File: config.mk
export PLATFORM = sky130hd
export DESIGN_NAME = row_lane
export DESIGN_NICKNAME = d
export VERILOG_FILES = /design/src/chol_num_pkg.sv /design/src/chol_seq_pkg.sv /design/src/row_lane.sv
export SDC_FILE = /design/constraint.sdc
export NUM_CORES = 2
export LEC_CHECK = 0
export BUFFER_PORTS_ARGS = -buffer_cell sky130_fd_sc_hd__buf_4
export CORE_MARGIN = 5
export CORE_UTILIZATION = 25
export CTS_CLUSTER_DIAMETER = 150
export DETAILED_ROUTE_END_ITERATION = 8
export PLACE_DENSITY = 0.49
export SYNTH_ARGS = -nofsm -noshare
export SYNTH_HDL_FRONTEND = slang
export SYNTH_SLANG_ARGS = --single-unit
File: constraint.sdc
create_clock -name clk -period 17.85 [get_ports clk]
set_input_delay 3.57 -clock clk [delete_from_list [all_inputs] [get_ports clk]]
set_output_delay 3.57 -clock clk [all_outputs]
set_load 0.03 [all_outputs]
File: src/chol_num_pkg.sv
package chol_num_pkg;

    // ====================
    // Number format
    // ====================

    localparam int FIX_W     = 32;
    localparam int ACC_W     = 64;
    localparam int FRAC_BITS = 16;

    typedef logic signed [FIX_W-1:0] fix_t;  // Q16.16 element
    typedef logic signed [ACC_W-1:0] acc_t;  // Sum of full-width products

    // ====================
    // Arithmetic units
    // ====================

    localparam int ROOT_STEPS = 24;  // One root bit per step
    localparam int DIV_STEPS  = 48;  // One quotient bit per step

    // Full 64-bit product of two elements, Q32.32
    function automatic acc_t fix_mul(fix_t a, fix_t b);
        return acc_t'(a) * acc_t'(b);
    endfunction

    // Back to Q16.16 by taking bits 47..16 of the sum
    function automatic fix_t acc_to_fix(acc_t sum);
        return sum[FRAC_BITS +: FIX_W];
    endfunction

endpackage

File: src/chol_seq_pkg.sv
package chol_seq_pkg;

    // ====================
    // Matrix layout
    // ====================

    // Lower triangle packed row by row: A11, A21, A22, A31 ...
    function automatic int tri_index(int i, int k);
        return i * (i + 1) / 2 + k;
    endfunction

    function automatic int tri_size(int n);
        return n * (n + 1) / 2;
    endfunction

    function automatic int col_width(int n);
        return (n > 1) ? $clog2(n) : 1;
    endfunction

    // ====================
    // Scheduling
    // ====================

    typedef enum logic [2:0] {
        IDLE,
        MAC,
        SUB,
        ROOT,
        DIV,
        STORE
    } sched_state_e;

    // Same command goes to the diagonal unit and every lane
    typedef struct packed {
        logic               clear;
        logic               mac_en;
        logic               sub_go;
        logic               root_go;
        logic               div_go;
        chol_num_pkg::fix_t col_l;   // L(j,k) at the current step
        logic [3:0]         step;    // MAC step k
    } lane_cmd_t;

    typedef struct packed {
        logic               active;  // Row j+1+r exists
        chol_num_pkg::fix_t a_elem;  // A(i,j)
        chol_num_pkg::fix_t l_row;   // L(i,k)
    } lane_op_t;

endpackage

File: src/row_lane.sv
`timescale 1ns/100ps

module row_lane #(
    parameter int N = 5
) (
    input  logic                    clk,
    input  logic                    rst,
    input  chol_seq_pkg::lane_cmd_t cmd,
    input  chol_seq_pkg::lane_op_t  op,
    input  chol_num_pkg::fix_t      divisor,
    output chol_num_pkg::fix_t      quot,
    output logic                    div_done
);

    localparam int FW    = chol_num_pkg::FIX_W;
    localparam int DW    = chol_num_pkg::DIV_STEPS;  // Dividend and quotient bits
    localparam int REM_W = FW + 1;
    localparam int CNT_W = $clog2(DW);

    chol_num_pkg::acc_t acc;
    chol_num_pkg::fix_t value;  // A(i,j) minus the sum

    logic [FW-1:0]    mag;
    logic [DW-1:0]    num_q, num_cur, num_init, num_next;
    logic [REM_W-1:0] rem_q, rem_cur, rem_sh, rem_next, den;
    logic [CNT_W-1:0] cnt;
    logic [FW-1:0]    q_lo;
    logic             busy;
    logic             neg_q;
    logic             zero_q;
    logic             mac_ok;
    logic             go;

    assign mac_ok = cmd.mac_en && op.active;
    assign go     = cmd.div_go && op.active;

    always_ff @(posedge clk) begin
        if (cmd.clear) begin
            acc <= '0;
        end else if (mac_ok) begin
            acc <= acc + chol_num_pkg::fix_mul(op.l_row, cmd.col_l);
        end
        if (cmd.sub_go && op.active) begin
            value <= op.a_elem - chol_num_pkg::acc_to_fix(acc);
        end
    end

    // ====================
    // Signed division
    // ====================

    assign mag      = value[FW-1] ? FW'(-value) : FW'(value);  // Magnitude fits as unsigned
    assign num_init = DW'(mag) << chol_num_pkg::FRAC_BITS;
    assign den      = REM_W'(unsigned'(divisor));

    always_comb begin
        num_cur = go ? num_init : num_q;
        rem_cur = go ? '0 : rem_q;
        rem_sh  = {rem_cur[REM_W-2:0], num_cur[DW-1]};
        if (rem_sh >= den) begin
            rem_next = rem_sh - den;
            num_next = {num_cur[DW-2:0], 1'b1};  // Quotient bits enter at the bottom
        end else begin
            rem_next = rem_sh;
            num_next = {num_cur[DW-2:0], 1'b0};
        end
    end

    always_ff @(posedge clk) begin
        if (rst) begin
            busy     <= 1'b0;
            cnt      <= '0;
            div_done <= 1'b0;
        end else begin
            div_done <= 1'b0;
            if (go) begin
                busy <= 1'b1;
                cnt  <= CNT_W'(DW - 1);
            end else if (busy) begin
                cnt <= cnt - CNT_W'(1);
                if (cnt == CNT_W'(1)) begin
                    busy     <= 1'b0;
                    div_done <= 1'b1;
                end
            end
        end
    end

    always_ff @(posedge clk) begin
        if (go || busy) begin
            num_q <= num_next;
            rem_q <= rem_next;
        end
        if (go) begin
            neg_q  <= value[FW-1];
            zero_q <= (divisor == '0);
        end
    end

    assign q_lo = num_q[FW-1:0];
    assign quot = zero_q ? '0 : (neg_q ? -q_lo : q_lo);  // Truncated toward zero

endmodule
[Yosys cells after proc, flatten, opt, wreduce, memory -nomap -nowiden]
Index checks and enable logic that the tools add are counted.
Cells by class
  $add $sub $neg: 6
  multipliers: 1
  $lt $le $gt $ge: 1
  equal/unequal tests: 1
  multiplexer cells: 13
  bitwise gates (word level): 1
  reduce and logical (&&, ||, !) cells: 8
Operators by type and width (count)
  two-way mux 32 bit: 5
  adder 64 bit: 1
  multiplier 32 x 32 -> 64 bit: 1
  negation 32 bit: 2
  subtractor 32 bit: 2
  two-way mux 48 bit: 1
  greater-or-equal comparator 33 x 32 -> 1 bit: 1
  logical NOT 32 bit: 1
  two-way mux 6 bit: 2
  == test 6 x 1 -> 1 bit (second input constant): 1
  subtractor 6 x 1 -> 6 bit (second input constant): 1
  two-way mux 1 bit: 5
  logical AND 1 bit: 3
  OR reduction 3 bit: 1
  nonzero test 2 bit: 1
  OR reduction 2 bit: 1
  logical OR 1 bit: 1
  inverter 1 bit: 1
Word-level totals
  flip-flop bits (word level): 186
  input port bits: 140
  output and inout port bits: 33
  word-level logic and storage cells: 41

[Depth between registers and ports, before layout]
  depth after elaboration: 5
  depth in mapped cells: 30
  depth with buffers taken out: 27

[Worst setup path after synthesis]
OpenSTA, ideal clock, no wires.
  kind: input to register
  start: in cmd[4] (netlist bit)
  end: reg acc[47]
  library setup time: 79 ps
  arrival time: 10806 ps
  data required time: 17771 ps
  slack: 6965 ps
  stages on the path: 29
  buffers on the path: 2
  path through: clkbuf_1 nand2_1 inv_1 fa_1 inv_1 fa_1 inv_1 fa_1 inv_1 fa_1 inv_1 fa_1 fa_1 fa_1 inv_1 fa_1 inv_1 ha_1 clkbuf_1 nand4_1 nor2_1 and3_1 o2111ai_1 and3_1 a21oi_1 a41oi_1 o21ai_0 o21ai_0 o211ai_1
On the way
  longest elaborated chain between the ends: 2
Ends and longest elaborated chain
  start: declaration: RTL line row_lane.sv:8  | input chol_seq_pkg::lane_cmd_t cmd,
  multiplier 32 x 32 -> 64 bit: RTL line chol_num_pkg.sv:23  | return acc_t'(a) * acc_t'(b);
  adder 64 bit: RTL line row_lane.sv:41  | acc <= acc + chol_num_pkg::fix_mul(op.l_row, cmd.col_l);
  end signal: assignment: RTL line row_lane.sv:41
  end: declaration: RTL line row_lane.sv:20  | chol_num_pkg::acc_t acc;
Every way passes these cells.
A chain may end at the register's enable or synchronous reset.

[Worst setup path in the final report]
  start: in cmd[5] (netlist bit)
  end: reg acc[47]
The elaborated chain is that of the path after synthesis.

==> results.tsv <==
stage	metric	value	unit
yosys	async_reset_ff_share	0	%
sta	hold_viol_final	0	
run_status	outcome	complete, no violations	
sta	setup_viol	0	
floorplanning	initial_core_util	25.20	%
yosys	ys_seq_area_share	10.77	%
cts	postCtsSetupRepairBufs	0	
flow_run	drv_cap	0	
yosys	syn_avg_cell_area	9.066	sq um
cts	cts_sinks	170	
critical_path	critical_path.endpoint_type	flip-flop	
yosys	syn_inst	4654	
yosys	syn_nets	5951	
sta	maxSlewViolCount	0	
global_routing	grt_use_total	14.11	%
drt	vias_per_cell	4.439	
yosys	synth_edf_count	114	
drt	drtPass1Iterations	5	
yosys	yosysWarningCount	0	
floorplanning	row_count	150	
floorplanning	die-area	177100	sq um
critical_path	start_kind	input port	
critical_path	critical_path_class	input port to flip-flop	
sta	fin_crit	11.50	ns
cells_and_area	layout-drive-gt1-share	5.381	%
global_routing	grt_max_degree	81	
sta	timing.final.crit_share	64.43	%
global_routing	grt_pass1_wl	194200	um
cts	tritoncts	yes	
yosys	synth_area	42190	sq um
critical_path	cp.required	18.24	ns
global_routing	grt_overflow	0	
floorplanning	die_w	420.8	um
drt	routed_wl	122100	um
sta	fin_tns_setup	0	ns
cells_and_area	area_delta_synth_final	9.130	%
sta	finalClockSkew	0.01623	ns
critical_path	critPathMaxFanout	32	
sta	max_freq	0.08695	GHz
global_routing	grt_pass1_vias	32900	
floorplanning	dieHeight	420.8	um
global_routing	antenna_found_initial	7	
cts	cts_hold_buf	0	
cts	cts_buffers	17	
floorplanning	core	167400	sq um
yosys	synth-seq-cells	170	
yosys	synthFlopType	edfxtp_1	
cts	cts-resized-gates	0	
cells_and_area	layout.cells.most_common	inv_1	
cts	h-tree-depth	4	
drt	vias	30410	
sta	rsz0062_at_grt	no	
hold_path	hold_class	flip-flop to flip-flop	
cts	path_clk_slew	0.06	ns
cells_and_area	layout_common_cells	1044 x inv_1, 906 x fa_1, 649 x nand2_1	
drt	final_antenna_net_count	0	
cells_and_area	final_nets	5930	
cts	clockBufferDepth	2	
drt	drc	0	
placed_design	numPortBuffers	167	
floorplanning	ios	173	
sta	slew_headroom	21.62	%
yosys	ys_types	64	
cts	clk_latency	0.47	ns
sta	timing.hold.ws	0.4523	ns
drt	drtIter0Drc	1565	
cts	root_buffer	clkbuf_16	
placed_design	dpl.hpwl	96790	um
drt	wire_per_inst	17.83	um
critical_path	arrival	11.89	ns
critical_path	timing.reg2reg.setup_slack	9.99	ns
placed_design	place.gp.congestion	0.8164	
sta	worst_pin_slew	1.176	ns
## area by class of cell
type	instances	area, sq um
timing repair buffer	175	1314
fill	18060	121400
tap	2204	2758
multi-input combinational	3227	32950
sequential	170	4544
antenna	1	2.502
clock buffer	21	485.5
clock inverter	11	85.08
inverter	1042	3911
## per-layer routing
layer  vias up  wire length, um  track usage [%]
li1      13880                -                -
met4         4             2427            2.874
met3       108             4409            1.537
met1     15850            54250            18.79
met2       566            61030            24.87
met5         -               26                0
## flip-flops by register name, indices dropped and copies added (netlist names)
register / flops
zero_q: 1
cnt: 6
div_done: 1
acc: 48
value: 32
num_q: 48
rem_q: 32
neg_q: 1
busy: 1
## path summary, 6_finish.rpt
path                            depth (start not counted)              endpoint            startpoint
worst max-delay path                                   27  acc[47]$_SDFFE_PP0P_                cmd[5]
worst min-delay path                                    2  acc[41]$_SDFFE_PP0P_  acc[41]$_SDFFE_PP0P_
worst max register to register                         25  acc[44]$_SDFFE_PP0P_  acc[17]$_SDFFE_PP0P_
worst min register to register                          2  acc[41]$_SDFFE_PP0P_  acc[41]$_SDFFE_PP0P_
## worst max-delay path, cell delays in order
cell       delay, ns
buf_4           0.25
and2_1          0.21
inv_1           0.63
fa_1            0.57
fa_1            0.54
inv_1           0.05
fa_1            0.48
inv_1           0.06
fa_1            0.52
inv_1           0.06
fa_1            0.49
fa_1            0.49
fa_1            0.52
inv_1           0.06
fa_1            0.48
inv_1           0.04
ha_1            0.54
nand4_1         0.14
nor2_1          0.20
and3_1          0.18
o2111ai_1       0.12
and3_1          0.35
a21oi_1         0.43
a41oi_1         0.29
o21ai_0         0.35
o21ai_0         0.13
o211ai_1        0.09
## through the flow
stage | util (%) | cell area, sq um | instances | worst slack [ns]
finish | 27.51 | 46050 | 6851 | 6.349
global route | 27.50 | 46040 | 6850 | 5.938
global placement | 27.16 | 45470 | 6818 | 5.832
floorplan | - | 42190 | 4654 | 6.965
detailed placement | 27.16 | 45470 | 6818 | 5.848
CTS | 27.50 | 46040 | 6850 | 6.334
## synthesized netlist by cell type, types with 56 or more instances
cell type     n  area share (%)
nor2_1      120             1.1
a21oi_1     125             1.5
o21ai_0     101             1.2
nand2_1     650             5.8
inv_1      1042             9.3
and2_1      459             6.8
fa_1        906              43
dfxtp_1      56             2.7
xor2_1       97             2.0
xnor2_1      95             2.0
ha_1        251             7.4
edfxtp_1    114             8.1
clkbuf_1    203             1.8
## kinds of logic (layout without fill, tap and decap cells)
group	Yosys count	in the layout	synth area share, %
adder cells (fa/ha/maj)	1157	1157	50.43
multiplexers	35	35	0.9074
other	0	1	0
flip-flops	170	170	10.77
AO/OA/AOI/OAI	404	404	6.002
buffers and inverters	1257	1249	11.19
XOR/XNOR	192	192	3.985
AND/OR/NAND/NOR	1439	1439	16.72
Power is left out: the tool's default activity adds up to more than one toggle a clock period on the data nets, which glitch-free logic cannot reach.
