`config.mk`:
```
export PLATFORM = sky130hd
export DESIGN_NAME = diag_root
export DESIGN_NICKNAME = d
export VERILOG_FILES = /design/src/chol_num_pkg.sv /design/src/chol_seq_pkg.sv /design/src/diag_root.sv
export SDC_FILE = /design/constraint.sdc
export NUM_CORES = 2
export LEC_CHECK = 0
export BUFFER_PORTS_ARGS = -buffer_cell sky130_fd_sc_hd__buf_2
export CAP_MARGIN = 40
export CORE_ASPECT_RATIO = 1.1
export CORE_UTILIZATION = 25
export CTS_BUF_LIST = sky130_fd_sc_hd__clkbuf_4
export DETAILED_ROUTE_END_ITERATION = 6
export GPL_ROUTABILITY_DRIVEN = 0
export PLACE_DENSITY_LB_ADDON = 0.15
export SYNTH_ARGS = -nofsm -noshare
export SYNTH_HDL_FRONTEND = slang
export SYNTH_SLANG_ARGS = --single-unit
```
`constraint.sdc`:
```
create_clock -name clk -period 13 [get_ports clk]
set_clock_uncertainty 0.2 [all_clocks]
set_input_delay 3.9 -clock clk [delete_from_list [all_inputs] [get_ports clk]]
set_output_delay 3.9 -clock clk [all_outputs]
set_load 0.005 [all_outputs]
```
`src/chol_num_pkg.sv`:
```
package chol_num_pkg;

    // ====================
    // Number format
    // ====================

    localparam int FIX_W     = 32;
    localparam int ACC_W     = 64;
    localparam int FRAC_BITS = 16;

    typedef logic signed [FIX_W-1:0] fix_t;  // Q16.16 element
    typedef logic signed [ACC_W-1:0] acc_t;  // Sum of full-width products

    // ====================
    // Arithmetic units
    // ====================

    localparam int ROOT_STEPS = 24;  // One root bit per step
    localparam int DIV_STEPS  = 48;  // One quotient bit per step

    // Full 64-bit product of two elements, Q32.32
    function automatic acc_t fix_mul(fix_t a, fix_t b);
        return acc_t'(a) * acc_t'(b);
    endfunction

    // Back to Q16.16 by taking bits 47..16 of the sum
    function automatic fix_t acc_to_fix(acc_t sum);
        return sum[FRAC_BITS +: FIX_W];
    endfunction

endpackage

```
`src/chol_seq_pkg.sv`:
```
package chol_seq_pkg;

    // ====================
    // Matrix layout
    // ====================

    // Lower triangle packed row by row: A11, A21, A22, A31 ...
    function automatic int tri_index(int i, int k);
        return i * (i + 1) / 2 + k;
    endfunction

    function automatic int tri_size(int n);
        return n * (n + 1) / 2;
    endfunction

    function automatic int col_width(int n);
        return (n > 1) ? $clog2(n) : 1;
    endfunction

    // ====================
    // Scheduling
    // ====================

    typedef enum logic [2:0] {
        IDLE,
        MAC,
        SUB,
        ROOT,
        DIV,
        STORE
    } sched_state_e;

    // Same command goes to the diagonal unit and every lane
    typedef struct packed {
        logic               clear;
        logic               mac_en;
        logic               sub_go;
        logic               root_go;
        logic               div_go;
        chol_num_pkg::fix_t col_l;   // L(j,k) at the current step
        logic [3:0]         step;    // MAC step k
    } lane_cmd_t;

    typedef struct packed {
        logic               active;  // Row j+1+r exists
        chol_num_pkg::fix_t a_elem;  // A(i,j)
        chol_num_pkg::fix_t l_row;   // L(i,k)
    } lane_op_t;

endpackage

```
`src/diag_root.sv`:
```
`timescale 1ns/100ps

module diag_root #(
    parameter int N = 5
) (
    input  logic                    clk,
    input  logic                    rst,
    input  chol_seq_pkg::lane_cmd_t cmd,
    input  chol_num_pkg::fix_t      a_diag,
    output chol_num_pkg::fix_t      root,
    output logic                    root_done
);

    localparam int RW    = chol_num_pkg::ROOT_STEPS;  // Root bits
    localparam int RAD_W = 2 * RW;
    localparam int REM_W = RW + 3;
    localparam int CNT_W = $clog2(RW);

    chol_num_pkg::acc_t acc;
    chol_num_pkg::fix_t value;  // Reduced diagonal

    logic [RAD_W-1:0] rad_q, rad_cur, rad_init;
    logic [REM_W-1:0] rem_q, rem_cur, rem_sh, rem_next, trial;
    logic [RW-1:0]    root_q, root_cur, root_next;
    logic [CNT_W-1:0] cnt;
    logic             busy;

    always_ff @(posedge clk) begin
        if (cmd.clear) begin
            acc <= '0;
        end else if (cmd.mac_en) begin
            acc <= acc + chol_num_pkg::fix_mul(cmd.col_l, cmd.col_l);
        end
        if (cmd.sub_go) begin
            value <= a_diag - chol_num_pkg::acc_to_fix(acc);
        end
    end

    // ====================
    // Bit-serial root
    // ====================

    // Non-positive value gives a zero root
    assign rad_init = (value > 0) ? RAD_W'(unsigned'(value)) << chol_num_pkg::FRAC_BITS : '0;

    always_comb begin
        rad_cur  = cmd.root_go ? rad_init : rad_q;  // First step straight from value
        rem_cur  = cmd.root_go ? '0 : rem_q;
        root_cur = cmd.root_go ? '0 : root_q;
        rem_sh   = {rem_cur[REM_W-3:0], rad_cur[RAD_W-1 -: 2]};
        trial    = REM_W'({root_cur, 2'b01});
        if (rem_sh >= trial) begin
            rem_next  = rem_sh - trial;
            root_next = {root_cur[RW-2:0], 1'b1};
        end else begin
            rem_next  = rem_sh;
            root_next = {root_cur[RW-2:0], 1'b0};
        end
    end

    always_ff @(posedge clk) begin
        if (rst) begin
            busy      <= 1'b0;
            cnt       <= '0;
            root_done <= 1'b0;
        end else begin
            root_done <= 1'b0;
            if (cmd.root_go) begin
                busy <= 1'b1;
                cnt  <= CNT_W'(RW - 1);
            end else if (busy) begin
                cnt <= cnt - CNT_W'(1);
                if (cnt == CNT_W'(1)) begin
                    busy      <= 1'b0;
                    root_done <= 1'b1;  // Last bit just registered
                end
            end
        end
    end

    always_ff @(posedge clk) begin
        if (cmd.root_go || busy) begin
            rad_q  <= rad_cur << 2;
            rem_q  <= rem_next;
            root_q <= root_next;
        end
    end

    assign root = {{(chol_num_pkg::FIX_W - RW){1'b0}}, root_q};

endmodule

```
* Yosys cells after proc, flatten, opt, wreduce, memory -nomap -nowiden *
Cells that the tools add are included.
W data, S select, Z words.

storage, ports and cells
  flip-flop bits (word level) = 198
  word-level logic and storage cells = 35
  output and inout port bits = 33
  input port bits = 75

cells by class
  bitwise operators = 1
  $add $sub $neg = 4
  reduce and logical (&&, ||, !) cells = 4
  $mul = 1
  magnitude comparators = 2
  equal/unequal tests = 1
  muxes and demuxes = 12

operators by type and width
  kind                   count
  $mux W48               2
  $add A64 B64 Y64       1
  $mul A32 B32 Y64       1
  $mux W25               2
  $gt A32 B1 Y1 const B  1
  $sub A32 B32 Y32       1
  $ge A27 B26 Y1         1
  $sub A25 B25 Y25       1
  $mux W24               1
  $mux W5                2
  $eq A5 B1 Y1 const B   1
  $mux W1                5
  $sub A5 B1 Y5 const B  1
  $reduce_or A3 Y1       1
  $reduce_bool A2 Y1     1
  $reduce_or A2 Y1       1
  $logic_or A1 B1 Y1     1
  $not A1 Y1             1

* Logic depth before layout (Yosys ltp) *
  depth in word-level cells = 5
  mapped depth = 30

* Worst setup path after synthesis *
OpenSTA, ideal clock, no wires.

  kind = input -> register
  from = input cmd[35] in the netlist's numbering
  to = register acc[47]
  path buffers = 1
  stages = 24
  library setup time = 0.079 ns
  data required time = 12.721 ns
  slack = 1.526 ns
  arrival time = 11.195 ns
  cell sequence = clkbuf_1 nand2_1 fa_1 fa_1 fa_1 fa_1 inv_1 fa_1 inv_1 fa_1 fa_1 fa_1 inv_1 ha_1 a21o_1 a21o_1 a21oi_1 o21bai_1 a21o_2 or3_1 o21ba_2 a221oi_2 xnor2_1 a211oi_2

between the ends
  longest elaborated chain between the ends = 2

RTL lines
  what                  RTL line            text
  from (decl)           diag_root.sv:8      input chol_seq_pkg::lane_cmd_t cmd,
  $mul A32 B32 Y64      chol_num_pkg.sv:23  return acc_t'(a) * acc_t'(b);
  $add A64 B64 Y64      diag_root.sv:32     acc <= acc + chol_num_pkg::fix_mul(cmd.col_l, cmd.col_l);
  to (signal assigned)  diag_root.sv:32
  to (decl)             diag_root.sv:19     chol_num_pkg::acc_t acc;

No other way between the ends.
A chain may end at the register's enable or synchronous reset.

* Final worst setup path *
  from = input cmd[10] in the netlist's numbering
  to = register acc[47]

The elaborated chain is that of the path after synthesis.

==> results.md <==
- Max_cap viols: 0
- Antenna-violating nets left: 0
- Synth Register Bits: 166
- Starting density of the core: 25.2%
- Most common cell after layout, fill and taps aside: inv_1
- Core Box Area: 0.146 mm²
- Async S/R FF share, synth: 0%
- Fin crit share: 88.1%
- Pre-antenna DRT Iters: 5
- Synth Instances: 3815
- Via density: 4.19
- Layout cells sized above 1: 6.32%
- Cell Area, Synth: 0.0370 mm²
- Vias in the first global route: 27300
- Rel. slew slack: 47.4%
- CP Class: input pin to register
- Post-Synth XOR/XNOR Area: 2.96%
- WL/cell: 18.9 µm
- Initial DRC count: 1172
- Fillers: 15900
- CP Data Arrival Time: 11.93 ns
- Yosys cell types: 80
- CP max FO: 10
- Clock latency on the worst-skew pair: 0.73 ns
- Register area share after synthesis: 12.0%
- Clock root buffer: clkbuf_4
- DR DRC count: 0
- # clock sinks: 166
- First-pass GRT wire length: 169000 µm
- Hold WS: 0.275 ns
- Post-CTS Resized: 0
- Status: complete, no violations
- Area delta synth->final: 8.83%
- I/O Pins: 108
- Post-synth EDFFs: 111
- Antenna violations before repair: 11
- Final WS setup: 1.54 ns
- Register area: 0.00443 mm²
- Worst-Margin Slew: 0.789 ns
- Simple-Gate Fraction of Synth Area: 10.3%
- Setup crit start kind: input pin
- Main combinational cell family by area after synthesis: adder cells
- Setup TNS: 0 ns
- Min-Delay Path Class: register to register
- Total setup buffers inserted after CTS: 0
- Die X: 369 µm
- CP Capture Type: register
- DP HPWL: 93800 µm
- Mux cell area share after synthesis: 1.51%
- Clk pin slew, worst setup/hold paths: 0.19 ns
- Most frequent cells in the layout: inv_1 (1104), fa_1 (844), nand2_1 (362)
- Warnings from Yosys: 0
- Cell Rows: 147
- Count of buffers from port buffering: 94
- Avg Inst Size Synth: 9.69 µm²
- Final Net Count: 5049
- Compound-Gate Fraction of Synth Area: 6.22%
- Unrepaired setup endpoints after global routing: no
- Largest net degree at the start of global routing: 59
- Final hold violation count: 0
- Min cycle time layout: 11.46 ns
- GRT Residual Overflow: 0
- Fmax: 87.3 MHz
- Slew Viols, Final: 0
- Final setup violation count: 0
- Routed vias: 24400
- All-layer global routing usage: 15.2%
- Place WS: 0.726 ns
- Routed wire length: 110000 µm
- H-Tree Depth: 4
- Worst-case clock buffer depth: 2
- Total CTS buffers: 17
- Multi-input gate area: 0.0279 mm²
- Hold-fix buffers at CTS: 0
- CP required: 13.48 ns
- TritonCTS clock tree: done
- Ys flop type: edfxtp_1
- Die ar.: 0.149 mm²
- Die Y: 405 µm
- Adder-cell area share of the yosys netlist: 54.3%
## registers in the layout (all words and copies together), names as in the netlist
signal and flops:
root_done 1, acc 48, root_q 24, rad_q 30, value 32, rem_q 25, busy 1, cnt 5
## cell usage after synthesis (5+ instances only)
cell type | instances | area share, %
buf_1 | 5 | 0.051
mux2_2 | 17 | 0.52
a21oi_1 | 86 | 1.2
nor2b_1 | 38 | 0.64
edfxtp_1 | 111 | 9.0
nand2_1 | 363 | 3.7
or2_2 | 7 | 0.12
o21bai_1 | 14 | 0.28
o22ai_1 | 8 | 0.14
and2_1 | 149 | 2.5
ha_1 | 253 | 8.6
and3_1 | 12 | 0.20
a211oi_1 | 12 | 0.24
o21a_1 | 12 | 0.24
nor4_1 | 13 | 0.22
a21o_1 | 52 | 1.1
or3_1 | 8 | 0.14
nand4_1 | 13 | 0.22
o31ai_1 | 5 | 0.10
nand2b_1 | 17 | 0.29
nor3b_1 | 7 | 0.14
a31oi_1 | 14 | 0.24
o21ai_0 | 40 | 0.54
buf_4 | 8 | 0.16
a21boi_0 | 5 | 0.10
mux2_1 | 6 | 0.18
fa_1 | 844 | 46
xnor2_1 | 89 | 2.1
nor2_1 | 124 | 1.3
dfxtp_1 | 55 | 3.0
inv_1 | 1104 | 11
nand3_1 | 15 | 0.20
nor3_1 | 19 | 0.26
mux2i_1 | 30 | 0.81
o2bb2ai_1 | 29 | 0.69
clkbuf_1 | 112 | 1.1
xor2_1 | 36 | 0.85
## metrics by stage
stage | util, % | std cells | area [µm²]
after detailed placement | 27.3 | 5795 | 39900
final | 27.5 | 5829 | 40200
after global routing | 27.5 | 5828 | 40200
after global placement | 27.2 | 5792 | 39900
after floorplan | - | 3822 | 37000
after CTS | 27.5 | 5827 | 40200
## cell type report
| cell class | instances | share of cell area [%] |
|---|---|---|
| repair buffers | 164 | 2.58 |
| flip-flops and latches | 166 | 11.0 |
| inverters | 1111 | 10.4 |
| multi-input cells | 2417 | 69.3 |
| clock inverters | 14 | 0.364 |
| diodes | 2 | 0.0124 |
| well taps | 1937 | 6.03 |
| clock buffers | 18 | 0.336 |
## critical path: stages
cell      delay [ns]
buf_2           0.29
clkinv_1        0.38
nor2_1          0.54
fa_1            0.54
fa_1            0.52
inv_1           0.05
fa_1            0.45
fa_1            0.52
fa_1            0.51
inv_1           0.05
fa_1            0.58
fa_1            0.44
fa_1            0.45
ha_1            0.37
a21o_1          0.21
a21o_1          0.18
a21o_1          0.27
a21o_1          0.23
a31o_1          0.26
or3_1           0.31
o21ba_2         0.25
a221oi_2        0.26
xnor2_1         0.12
a211oi_2        0.22
## path summary, 6_finish.rpt
| kind | endpoint | start | cells after the start | slack (ns) |
|---|---|---|---|---|
| max | acc[47] | cmd[10] | 24 | 1.54 |
| min | acc[39] | acc[39] | 2 | 0.27 |
| max reg2reg | acc[41] | acc[18] | 26 | 5.19 |
| min reg2reg | acc[39] | acc[39] | 2 | 0.27 |
## per-layer routing
metal	up-vias	share of wire, %	wire (µm)	GRT usage (%)
met5	-	0.035	39	0
li1	11400	-	-	-
met1	12600	46	50300	20.4
met4	6	1.5	1640	2.53
met2	339	50	55100	26.7
met3	71	2.7	3020	1.62
## cell families (layout without fill, tap and decap cells)
logic type / Yosys count / in the layout
buffers and inverters: 1239 / 1307
other: 1 / 10
muxes: 53 / 53
xor gates and xnor gates: 125 / 125
DFF: 166 / 166
AOI/OAI and AO/OA: 332 / 332
adders and majority gates: 1097 / 1097
and+or+nand+nor: 802 / 802
Power is left out: the tool's default activity adds up to more than one toggle a clock period on the data nets, which glitch-free logic cannot reach.
