`config.mk`:
```
export PLATFORM = sky130hd
export DESIGN_NAME = column_scheduler
export DESIGN_NICKNAME = d
export VERILOG_FILES = /design/src/chol_num_pkg.sv /design/src/chol_seq_pkg.sv /design/src/column_scheduler.sv
export SDC_FILE = /design/constraint.sdc
export NUM_CORES = 2
export LEC_CHECK = 0
export CAP_MARGIN = 20
export CORE_AREA = 2 2 502 504
export CTS_CLUSTER_DIAMETER = 30
export CTS_CLUSTER_SIZE = 10
export DETAILED_ROUTE_END_ITERATION = 8
export DIE_AREA = 0 0 504 506
export DONT_BUFFER_PORTS = 1
export GPL_TIMING_DRIVEN = 0
export SYNTH_ARGS = -nofsm -noshare
export SYNTH_HDL_FRONTEND = slang
export SYNTH_SLANG_ARGS = --single-unit
```
`constraint.sdc`:
```
create_clock -name clk -period 18.8 [get_ports clk]
set_input_delay 3.76 -clock clk [delete_from_list [all_inputs] [get_ports clk]]
set_output_delay 3.76 -clock clk [all_outputs]
set_load 0.05 [all_outputs]
```
`src/chol_num_pkg.sv`:
```
package chol_num_pkg;

    // ====================
    // Number format
    // ====================

    localparam int FIX_W     = 32;
    localparam int ACC_W     = 64;
    localparam int FRAC_BITS = 16;

    typedef logic signed [FIX_W-1:0] fix_t;  // Q16.16 element
    typedef logic signed [ACC_W-1:0] acc_t;  // Sum of full-width products

    // ====================
    // Arithmetic units
    // ====================

    localparam int ROOT_STEPS = 24;  // One root bit per step
    localparam int DIV_STEPS  = 48;  // One quotient bit per step

    // Full 64-bit product of two elements, Q32.32
    function automatic acc_t fix_mul(fix_t a, fix_t b);
        return acc_t'(a) * acc_t'(b);
    endfunction

    // Back to Q16.16 by taking bits 47..16 of the sum
    function automatic fix_t acc_to_fix(acc_t sum);
        return sum[FRAC_BITS +: FIX_W];
    endfunction

endpackage

```
`src/chol_seq_pkg.sv`:
```
package chol_seq_pkg;

    // ====================
    // Matrix layout
    // ====================

    // Lower triangle packed row by row: A11, A21, A22, A31 ...
    function automatic int tri_index(int i, int k);
        return i * (i + 1) / 2 + k;
    endfunction

    function automatic int tri_size(int n);
        return n * (n + 1) / 2;
    endfunction

    function automatic int col_width(int n);
        return (n > 1) ? $clog2(n) : 1;
    endfunction

    // ====================
    // Scheduling
    // ====================

    typedef enum logic [2:0] {
        IDLE,
        MAC,
        SUB,
        ROOT,
        DIV,
        STORE
    } sched_state_e;

    // Same command goes to the diagonal unit and every lane
    typedef struct packed {
        logic               clear;
        logic               mac_en;
        logic               sub_go;
        logic               root_go;
        logic               div_go;
        chol_num_pkg::fix_t col_l;   // L(j,k) at the current step
        logic [3:0]         step;    // MAC step k
    } lane_cmd_t;

    typedef struct packed {
        logic               active;  // Row j+1+r exists
        chol_num_pkg::fix_t a_elem;  // A(i,j)
        chol_num_pkg::fix_t l_row;   // L(i,k)
    } lane_op_t;

endpackage

```
`src/column_scheduler.sv`:
```
`timescale 1ns/100ps

module column_scheduler #(
    parameter  int N     = 5,
    localparam int TRI_W = chol_num_pkg::FIX_W * chol_seq_pkg::tri_size(N),
    localparam int COL_W = chol_seq_pkg::col_width(N)
) (
    input  logic                    clk,
    input  logic                    rst,
    input  logic                    A_valid,
    input  logic [TRI_W-1:0]        A,
    input  logic [TRI_W-1:0]        L,
    input  logic                    root_done,
    input  logic                    div_done,
    output chol_seq_pkg::lane_cmd_t cmd,
    output chol_seq_pkg::lane_op_t  ops [N-1],
    output chol_num_pkg::fix_t      a_diag,
    output logic                    col_store,
    output logic [COL_W-1:0]        col,
    output logic                    last_col
);

    localparam int FW = chol_num_pkg::FIX_W;

    chol_seq_pkg::sched_state_e state;

    logic [TRI_W-1:0] a_q;        // Matrix latched on A_valid
    logic [3:0]       step;
    logic             first;      // First cycle of ROOT or DIV
    logic             last_step;

    function automatic chol_num_pkg::fix_t elem(logic [TRI_W-1:0] mat, int i, int k);
        return mat[FW * chol_seq_pkg::tri_index(i, k) +: FW];
    endfunction

    assign last_step = (COL_W'(step) + COL_W'(1)) == col;
    assign last_col  = (col == COL_W'(N - 1));
    assign col_store = (state == chol_seq_pkg::STORE);

    // ====================
    // Column / phase FSM
    // ====================

    always_ff @(posedge clk) begin
        if (rst) begin
            state <= chol_seq_pkg::IDLE;
            col   <= '0;
            step  <= '0;
            first <= 1'b0;
        end else begin
            first <= 1'b0;
            case (state)
                chol_seq_pkg::IDLE: begin
                    if (A_valid) begin
                        col   <= '0;
                        step  <= '0;
                        state <= chol_seq_pkg::SUB;  // Column 0 has nothing to sum
                    end
                end
                chol_seq_pkg::MAC: begin
                    if (last_step) begin
                        step  <= '0;
                        state <= chol_seq_pkg::SUB;
                    end else begin
                        step <= step + 4'd1;
                    end
                end
                chol_seq_pkg::SUB: begin
                    first <= 1'b1;
                    state <= chol_seq_pkg::ROOT;
                end
                chol_seq_pkg::ROOT: begin
                    if (root_done) begin
                        first <= ~last_col;
                        state <= last_col ? chol_seq_pkg::STORE : chol_seq_pkg::DIV;
                    end
                end
                chol_seq_pkg::DIV: begin
                    if (div_done) begin
                        state <= chol_seq_pkg::STORE;
                    end
                end
                chol_seq_pkg::STORE: begin
                    if (last_col) begin
                        state <= chol_seq_pkg::IDLE;
                    end else begin
                        col   <= col + COL_W'(1);
                        state <= chol_seq_pkg::MAC;  // Every later column has j >= 1 steps
                    end
                end
                default: state <= chol_seq_pkg::IDLE;
            endcase
        end
    end

    always_ff @(posedge clk) begin
        if (state == chol_seq_pkg::IDLE && A_valid) begin
            a_q <= A;
        end
    end

    // ====================
    // Operand selection
    // ====================

    always_comb begin
        cmd         = '0;
        cmd.clear   = (state == chol_seq_pkg::IDLE) || (state == chol_seq_pkg::STORE);
        cmd.mac_en  = (state == chol_seq_pkg::MAC);
        cmd.sub_go  = (state == chol_seq_pkg::SUB);
        cmd.root_go = (state == chol_seq_pkg::ROOT) && first;
        cmd.div_go  = (state == chol_seq_pkg::DIV) && first;
        cmd.col_l   = elem(L, int'(col), int'(step));  // L(j,k)
        cmd.step    = step;
    end

    assign a_diag = elem(a_q, int'(col), int'(col));

    always_comb begin
        int row;
        for (int r = 0; r < N - 1; r++) begin
            row           = int'(col) + 1 + r;
            ops[r].active = (row < N);
            if (row >= N) begin
                row = int'(col);  // Keep the index inside the triangle
            end
            ops[r].a_elem = elem(a_q, row, int'(col));
            ops[r].l_row  = elem(L, row, int'(step));
        end
    end

endmodule

```
==> Word-level counts from Yosys, hierarchy flattened <==
Cells that the tools add are included.
{ "totals": {"regBits": 491, "elab_cells": 101, "out_inout_bits": 338, "in_bits": 965} }
{ "classes": {"n_eq_ne": 12, "muxes": 19, "n_reduce_logical": 10, "bitwise_logic": 6, "multipliers": 5, "shift": 10, "addsub": 26, "n_lt_le_gt_ge": 8} }
{ "op_table": {"columns": ["cell", "n"], "rows": [
  ["480-bit by 32-bit variable part select with 32-bit output", 10],
  ["32-bit by 2-bit adder with 32-bit output, second input constant", 5],
  ["27-bit by 1-bit adder with 27-bit output", 5],
  ["27-bit by 4-bit adder with 27-bit output", 5],
  ["27-bit by 5-bit adder with 27-bit output", 5],
  ["32-bit by 4-bit greater-or-equal comparator with 1-bit output, second input constant", 3],
  ["32-bit by 4-bit < comparator with 1-bit output, second input constant", 3],
  ["32-bit by 32-bit multiplier with 32-bit output", 2],
  ["32-bit 2-to-1 mux", 2],
  ["32-bit by 3-bit adder with 32-bit output, second input constant", 1],
  ["5-bit by 32-bit multiplier with 32-bit output", 1],
  ["6-bit by 32-bit multiplier with 32-bit output", 1],
  ["3-bit 2-to-1 mux", 6],
  ["3-bit case mux with 6 select lines", 1],
  ["4-bit 2-to-1 mux", 3],
  ["3-bit equality test, second input constant", 3],
  ["2-bit inequality test, second input constant", 4],
  ["4-bit case mux with 2 select lines", 1],
  ["3-bit by 4-bit multiplier with 7-bit output", 1],
  ["3-bit by 1-bit adder with 3-bit output, second input constant", 2],
  ["3-bit by 2-bit equality test with 1-bit output, second input constant", 2],
  ["3-bit case mux with 2 select lines", 1],
  ["4-bit by 2-bit adder with 5-bit output, second input constant", 1],
  ["5-bit by 3-bit greater-or-equal comparator with 1-bit output, second input constant", 1],
  ["other kinds (19)", 27]
]} }

==> Depth between registers and ports, before layout <==
{ "depth": {"ltp_word": 10, "mapped_depth": 30, "depth_no_buf": 27} }

==> Least setup slack after synthesis <==
Ideal clock, no wire load.
{ "synth_timing": {"kind": "input to register", "startpoint": "input port A_valid", "endpoint": "register col[2]", "required_ns": 18.731, "setup_time_ns": 0.069, "t_arrival_ns": 16.640, "setup_slack_ns": 2.092, "path_buffers": 0, "cell_stages": 6, "cell_sequence": "nor2b_1 -> and2_1 -> a21oi_1 -> nor3b_1 -> a21oi_1 -> nor2_1"} }
{ "synth_between": {"elab_chain_len": 2} }
{ "synth_lines": {"columns": ["element", "line", "rtl"], "rows": [
  ["start: declaration", "column_scheduler.sv:10", "input logic A_valid,"],
  ["2-bit inequality test (no line)", null, null],
  ["3-bit AND reduction (no line)", null, null],
  ["end signal: assignment", "column_scheduler.sv:87", "col <= col + COL_W'(1);"],
  ["end: declaration", "column_scheduler.sv:19", "output logic [COL_W-1:0] col,"]
]} }
No other way between the ends.
A chain may end at the register's enable or synchronous reset.

==> out/metrics.yaml <==
floorplanning:
  initial_core_util_pct: 23.3
  die_height_um: 506
  pin_count: 1303
  rows: 184
  dieWidth_um: 504
  coreArea_mm2: 0.250
  die_area_mm2: 0.255
global_routing:
  grt_pass1_vias: 60400
  grt_pass1_wl_mm: 715
  grt_max_degree: 79
  antenna_found_initial: 200
  grt_overflow: 0
  groute.usage.overall_pct: 43.6
layout:
  num-fill-cells: 26200
  fin_cells: 9393
  nets: 6923
  fin_area_mm2: 0.0702
  area_delta_synth_final_pct: 20.4
  drive_gt1_share_pct: 26.5
clocking:
  cts_tree: "built"
  clk_latency_ns: 0.76
  clock_sinks: 491
  ctsHtreeMaxLevel: 3
  root_buffer: "clkbuf_16"
  cts_resized: 0
  hold_buffers: 0
  cts_buffers: 91
  clk_pin_slew_ns: 0.05
  clockBufferDepth: 3
  post_cts.repair.setup_buffers: 0
yosys:
  postSynthCellCount: 5451
  syn_area_per_cell_um2: 10.7
  synth_cell_types: 85
  synth_edf_count: 480
  synth-seq-cells: 491
  yosys_warnings: 0
  synth.cell_area_mm2: 0.0583
  ys_seq_area_share_pct: 25.1
  async_flop_share_pct: 0
  synth_ff_type: "edfxtp_1"
timing:
  drv_slew: 0
  fin_ws_ns: 3.55
  finalCritPeriodShare_pct: 81.1
  hold_viol: 0
  worst_pin_slew_ns: 1.40
  setup_violations: 0
  clock_skew_ns: 0.0237
  min_period_ns: 15.25
  rsz0062_at_grt: "false"
  slew-limit-headroom_pct: 6.61
  max_freq_ghz: 0.0656
detailed_routing:
  viasPerCell: 7.03
  antenna_left: 0
  dr.pass1.iters: 9
  drc: 0
  wl_per_cell_um: 61.4
  drt_iter0_markers: 11000
  drt_wl_total_mm: 577
  vias: 66100
place:
  dpl_cell_area_mm2: 0.0666
  place_hpwl_mm: 472
  portBuffers: 0
  dpl.cell_count: 9055
  dp_slack_ns: 4.57
  gp_congestion: 1.10
setup_path:
  cp.arrival_ns: 11.49
  path_class: "reg2out"
  cp.required_ns: 15.04
  startpoint_type: "flip-flop"
  path_buf_inv: 11
  slowest_delay_ns: 0.81
  end_kind: "output pin"
  critPathTopFamily: "buffers and inverters"
  critPathSlowestCell: "nor4_2"
  crit_top_cell: "ha_1"
  crit_fanout: 15
worst_hold_path:
  hold_class: "reg2reg"
run_status:
  status: "completed"
flow_run:
  drv_cap: 0
power:
  p_leak_nw: 23.6
  ir_worst_vdd_uv: 108
  powerDensity_mw_per_mm2: 98.9
-- cells in the final DEF (no fill, tap or decap), types with 24 or more instances in the layout --
| cell type | Yosys | final |
|---|---|---|
| mux2_2 | 101 | 101 |
| and2_1 | 61 | 60 |
| mux2i_1 | 664 | 664 |
| buf_4 | 24 | 61 |
| inv_1 | 68 | 68 |
| a211oi_2 | 6 | 90 |
| buf_8 | 0 | 103 |
| a211oi_1 | 193 | 98 |
| edfxtp_1 | 480 | 480 |
| nand3_1 | 158 | 158 |
| buf_1 | 49 | 45 |
| clkbuf_16 | 0 | 92 |
| mux4_2 | 676 | 676 |
| nor2_1 | 245 | 238 |
| a32oi_1 | 36 | 36 |
| nor4_2 | 0 | 37 |
| o211ai_1 | 74 | 74 |
| o221ai_1 | 59 | 59 |
| buf_6 | 9 | 92 |
| a21oi_1 | 261 | 259 |
| nor2b_1 | 80 | 80 |
| ha_1 | 105 | 105 |
| xnor2_1 | 36 | 32 |
| a31oi_1 | 56 | 55 |
| nand2_1 | 631 | 631 |
| o21ai_0 | 138 | 136 |
| fa_1 | 33 | 33 |
| o32ai_1 | 34 | 34 |
| a32o_1 | 33 | 33 |
| and3_1 | 122 | 122 |
| o22ai_1 | 128 | 126 |
| clkbuf_1 | 353 | 350 |
| o31a_1 | 31 | 31 |
| conb_1 | 2 | 31 |
| xor2_1 | 24 | 24 |
| diode_2 | 0 | 166 |
| buf_2 | 140 | 151 |
| a311oi_1 | 26 | 26 |
-- per-stage QoR --
step	utilization (%)	TNS [ns]	power (mW)	hold WS [ns]
after CTS	27.8	0	6.79	0.688
after detailed placement	26.6	0	5.18	0.689
after floorplan	-	0	3.60	0.605
after global routing	28.0	0	6.95	0.759
final	28.1	0	6.95	0.687
after global placement	25.1	-872.57	5.04	0.666
-- per-layer routing --
layer | part of all wire, % | global-route usage, % | vias to the layer above
met5 | 0.090 | 1.13 | -
li1 | - | - | 22900
met2 | 43 | 65.8 | 7460
met3 | 13 | 18.7 | 2509
met1 | 30 | 42.6 | 33200
met4 | 14 | 48.7 | 48
-- Yosys cell counts (22+ instances only) --
cell type | count | area [um^2]
inv_1 | 68 | 255
and3_1 | 122 | 763
nor2_1 | 245 | 920
a21boi_1 | 22 | 165
o21ai_0 | 138 | 691
nand2_1 | 631 | 2370
a32oi_1 | 36 | 315
ha_1 | 105 | 1310
nand3_1 | 158 | 791
buf_1 | 49 | 184
o32ai_1 | 34 | 298
nor4_1 | 54 | 338
o31a_1 | 31 | 272
buf_2 | 140 | 701
a32o_1 | 33 | 330
mux2_2 | 101 | 1140
mux4_2 | 676 | 15200
a311oi_1 | 26 | 228
and2_1 | 61 | 382
a31oi_1 | 56 | 350
xor2_1 | 24 | 210
a21oi_1 | 261 | 1310
clkbuf_1 | 353 | 1330
edfxtp_1 | 480 | 14400
mux2i_1 | 664 | 6650
o211ai_1 | 74 | 556
buf_4 | 24 | 180
fa_1 | 33 | 661
xnor2_1 | 36 | 315
nor2b_1 | 80 | 500
a211oi_1 | 193 | 1450
o22ai_1 | 128 | 801
o221ai_1 | 59 | 517
-- state kept, by name, summed over array words and instances (netlist names) --
name and cells:
a_q 480, step 4, col 3, state 3, first 1
-- area by class of cell --
type	instances	area (um^2)	share of cell area [%]
Clock buffer	97	2320	3.31
Multi-Input combinational cell	4345	42100	59.9
Inverter	69	259	0.369
Clock inverter	55	604	0.861
Tap cell	3348	4190	5.97
Buffer	575	2510	3.57
Timing Repair Buffer	247	3190	4.55
Sequential cell	491	14600	20.8
Antenna cell	166	415	0.592
-- worst reg2reg max path: stages (launching register included) --
cell and delay [ns]:
dfxtp_1 0.31, clkbuf_1 0.21, nor2_1 0.30, and2_4 0.78, buf_16 0.41, buf_16 0.35, buf_16 0.48, buf_16 0.37
-- cells by family after synthesis --
family	after synthesis	share of synthesized area (%)
other	2	0.0129
adders and majority gates	138	3.38
xor gates and xnor gates	72	1.29
DFF	491	25.1
AOI/OAI and AO/OA	1221	14.4
muxes	1442	39.5
buffers and inverters	644	4.71
and+or+nand+nor	1441	11.6
-- worst paths after layout --
check	from	slack, ns	end	cells past startpoint
min	state[2]$_SDFFE_PP0P_	0.69	state[0]$_SDFFE_PP0P_	3
min reg2reg	state[2]$_SDFFE_PP0P_	0.69	state[0]$_SDFFE_PP0P_	3
max reg2reg	state[0]$_SDFFE_PP0P_	15.23	a_q[169]$_DFFE_PP_	7
max	col[0]$_SDFFE_PP0P_	3.55	ops[14]	32
-- report_power, final --
part / switching [mW] / total (mW) / internal [mW]
logic: 2.59 / 3.63 / 1.04
clock network: 0.599 / 1.60 / 1.00
registers: 0.338 / 1.72 / 1.38
total: 3.53 / 6.95 / 3.42
Power figures use the tool's default switching activity.
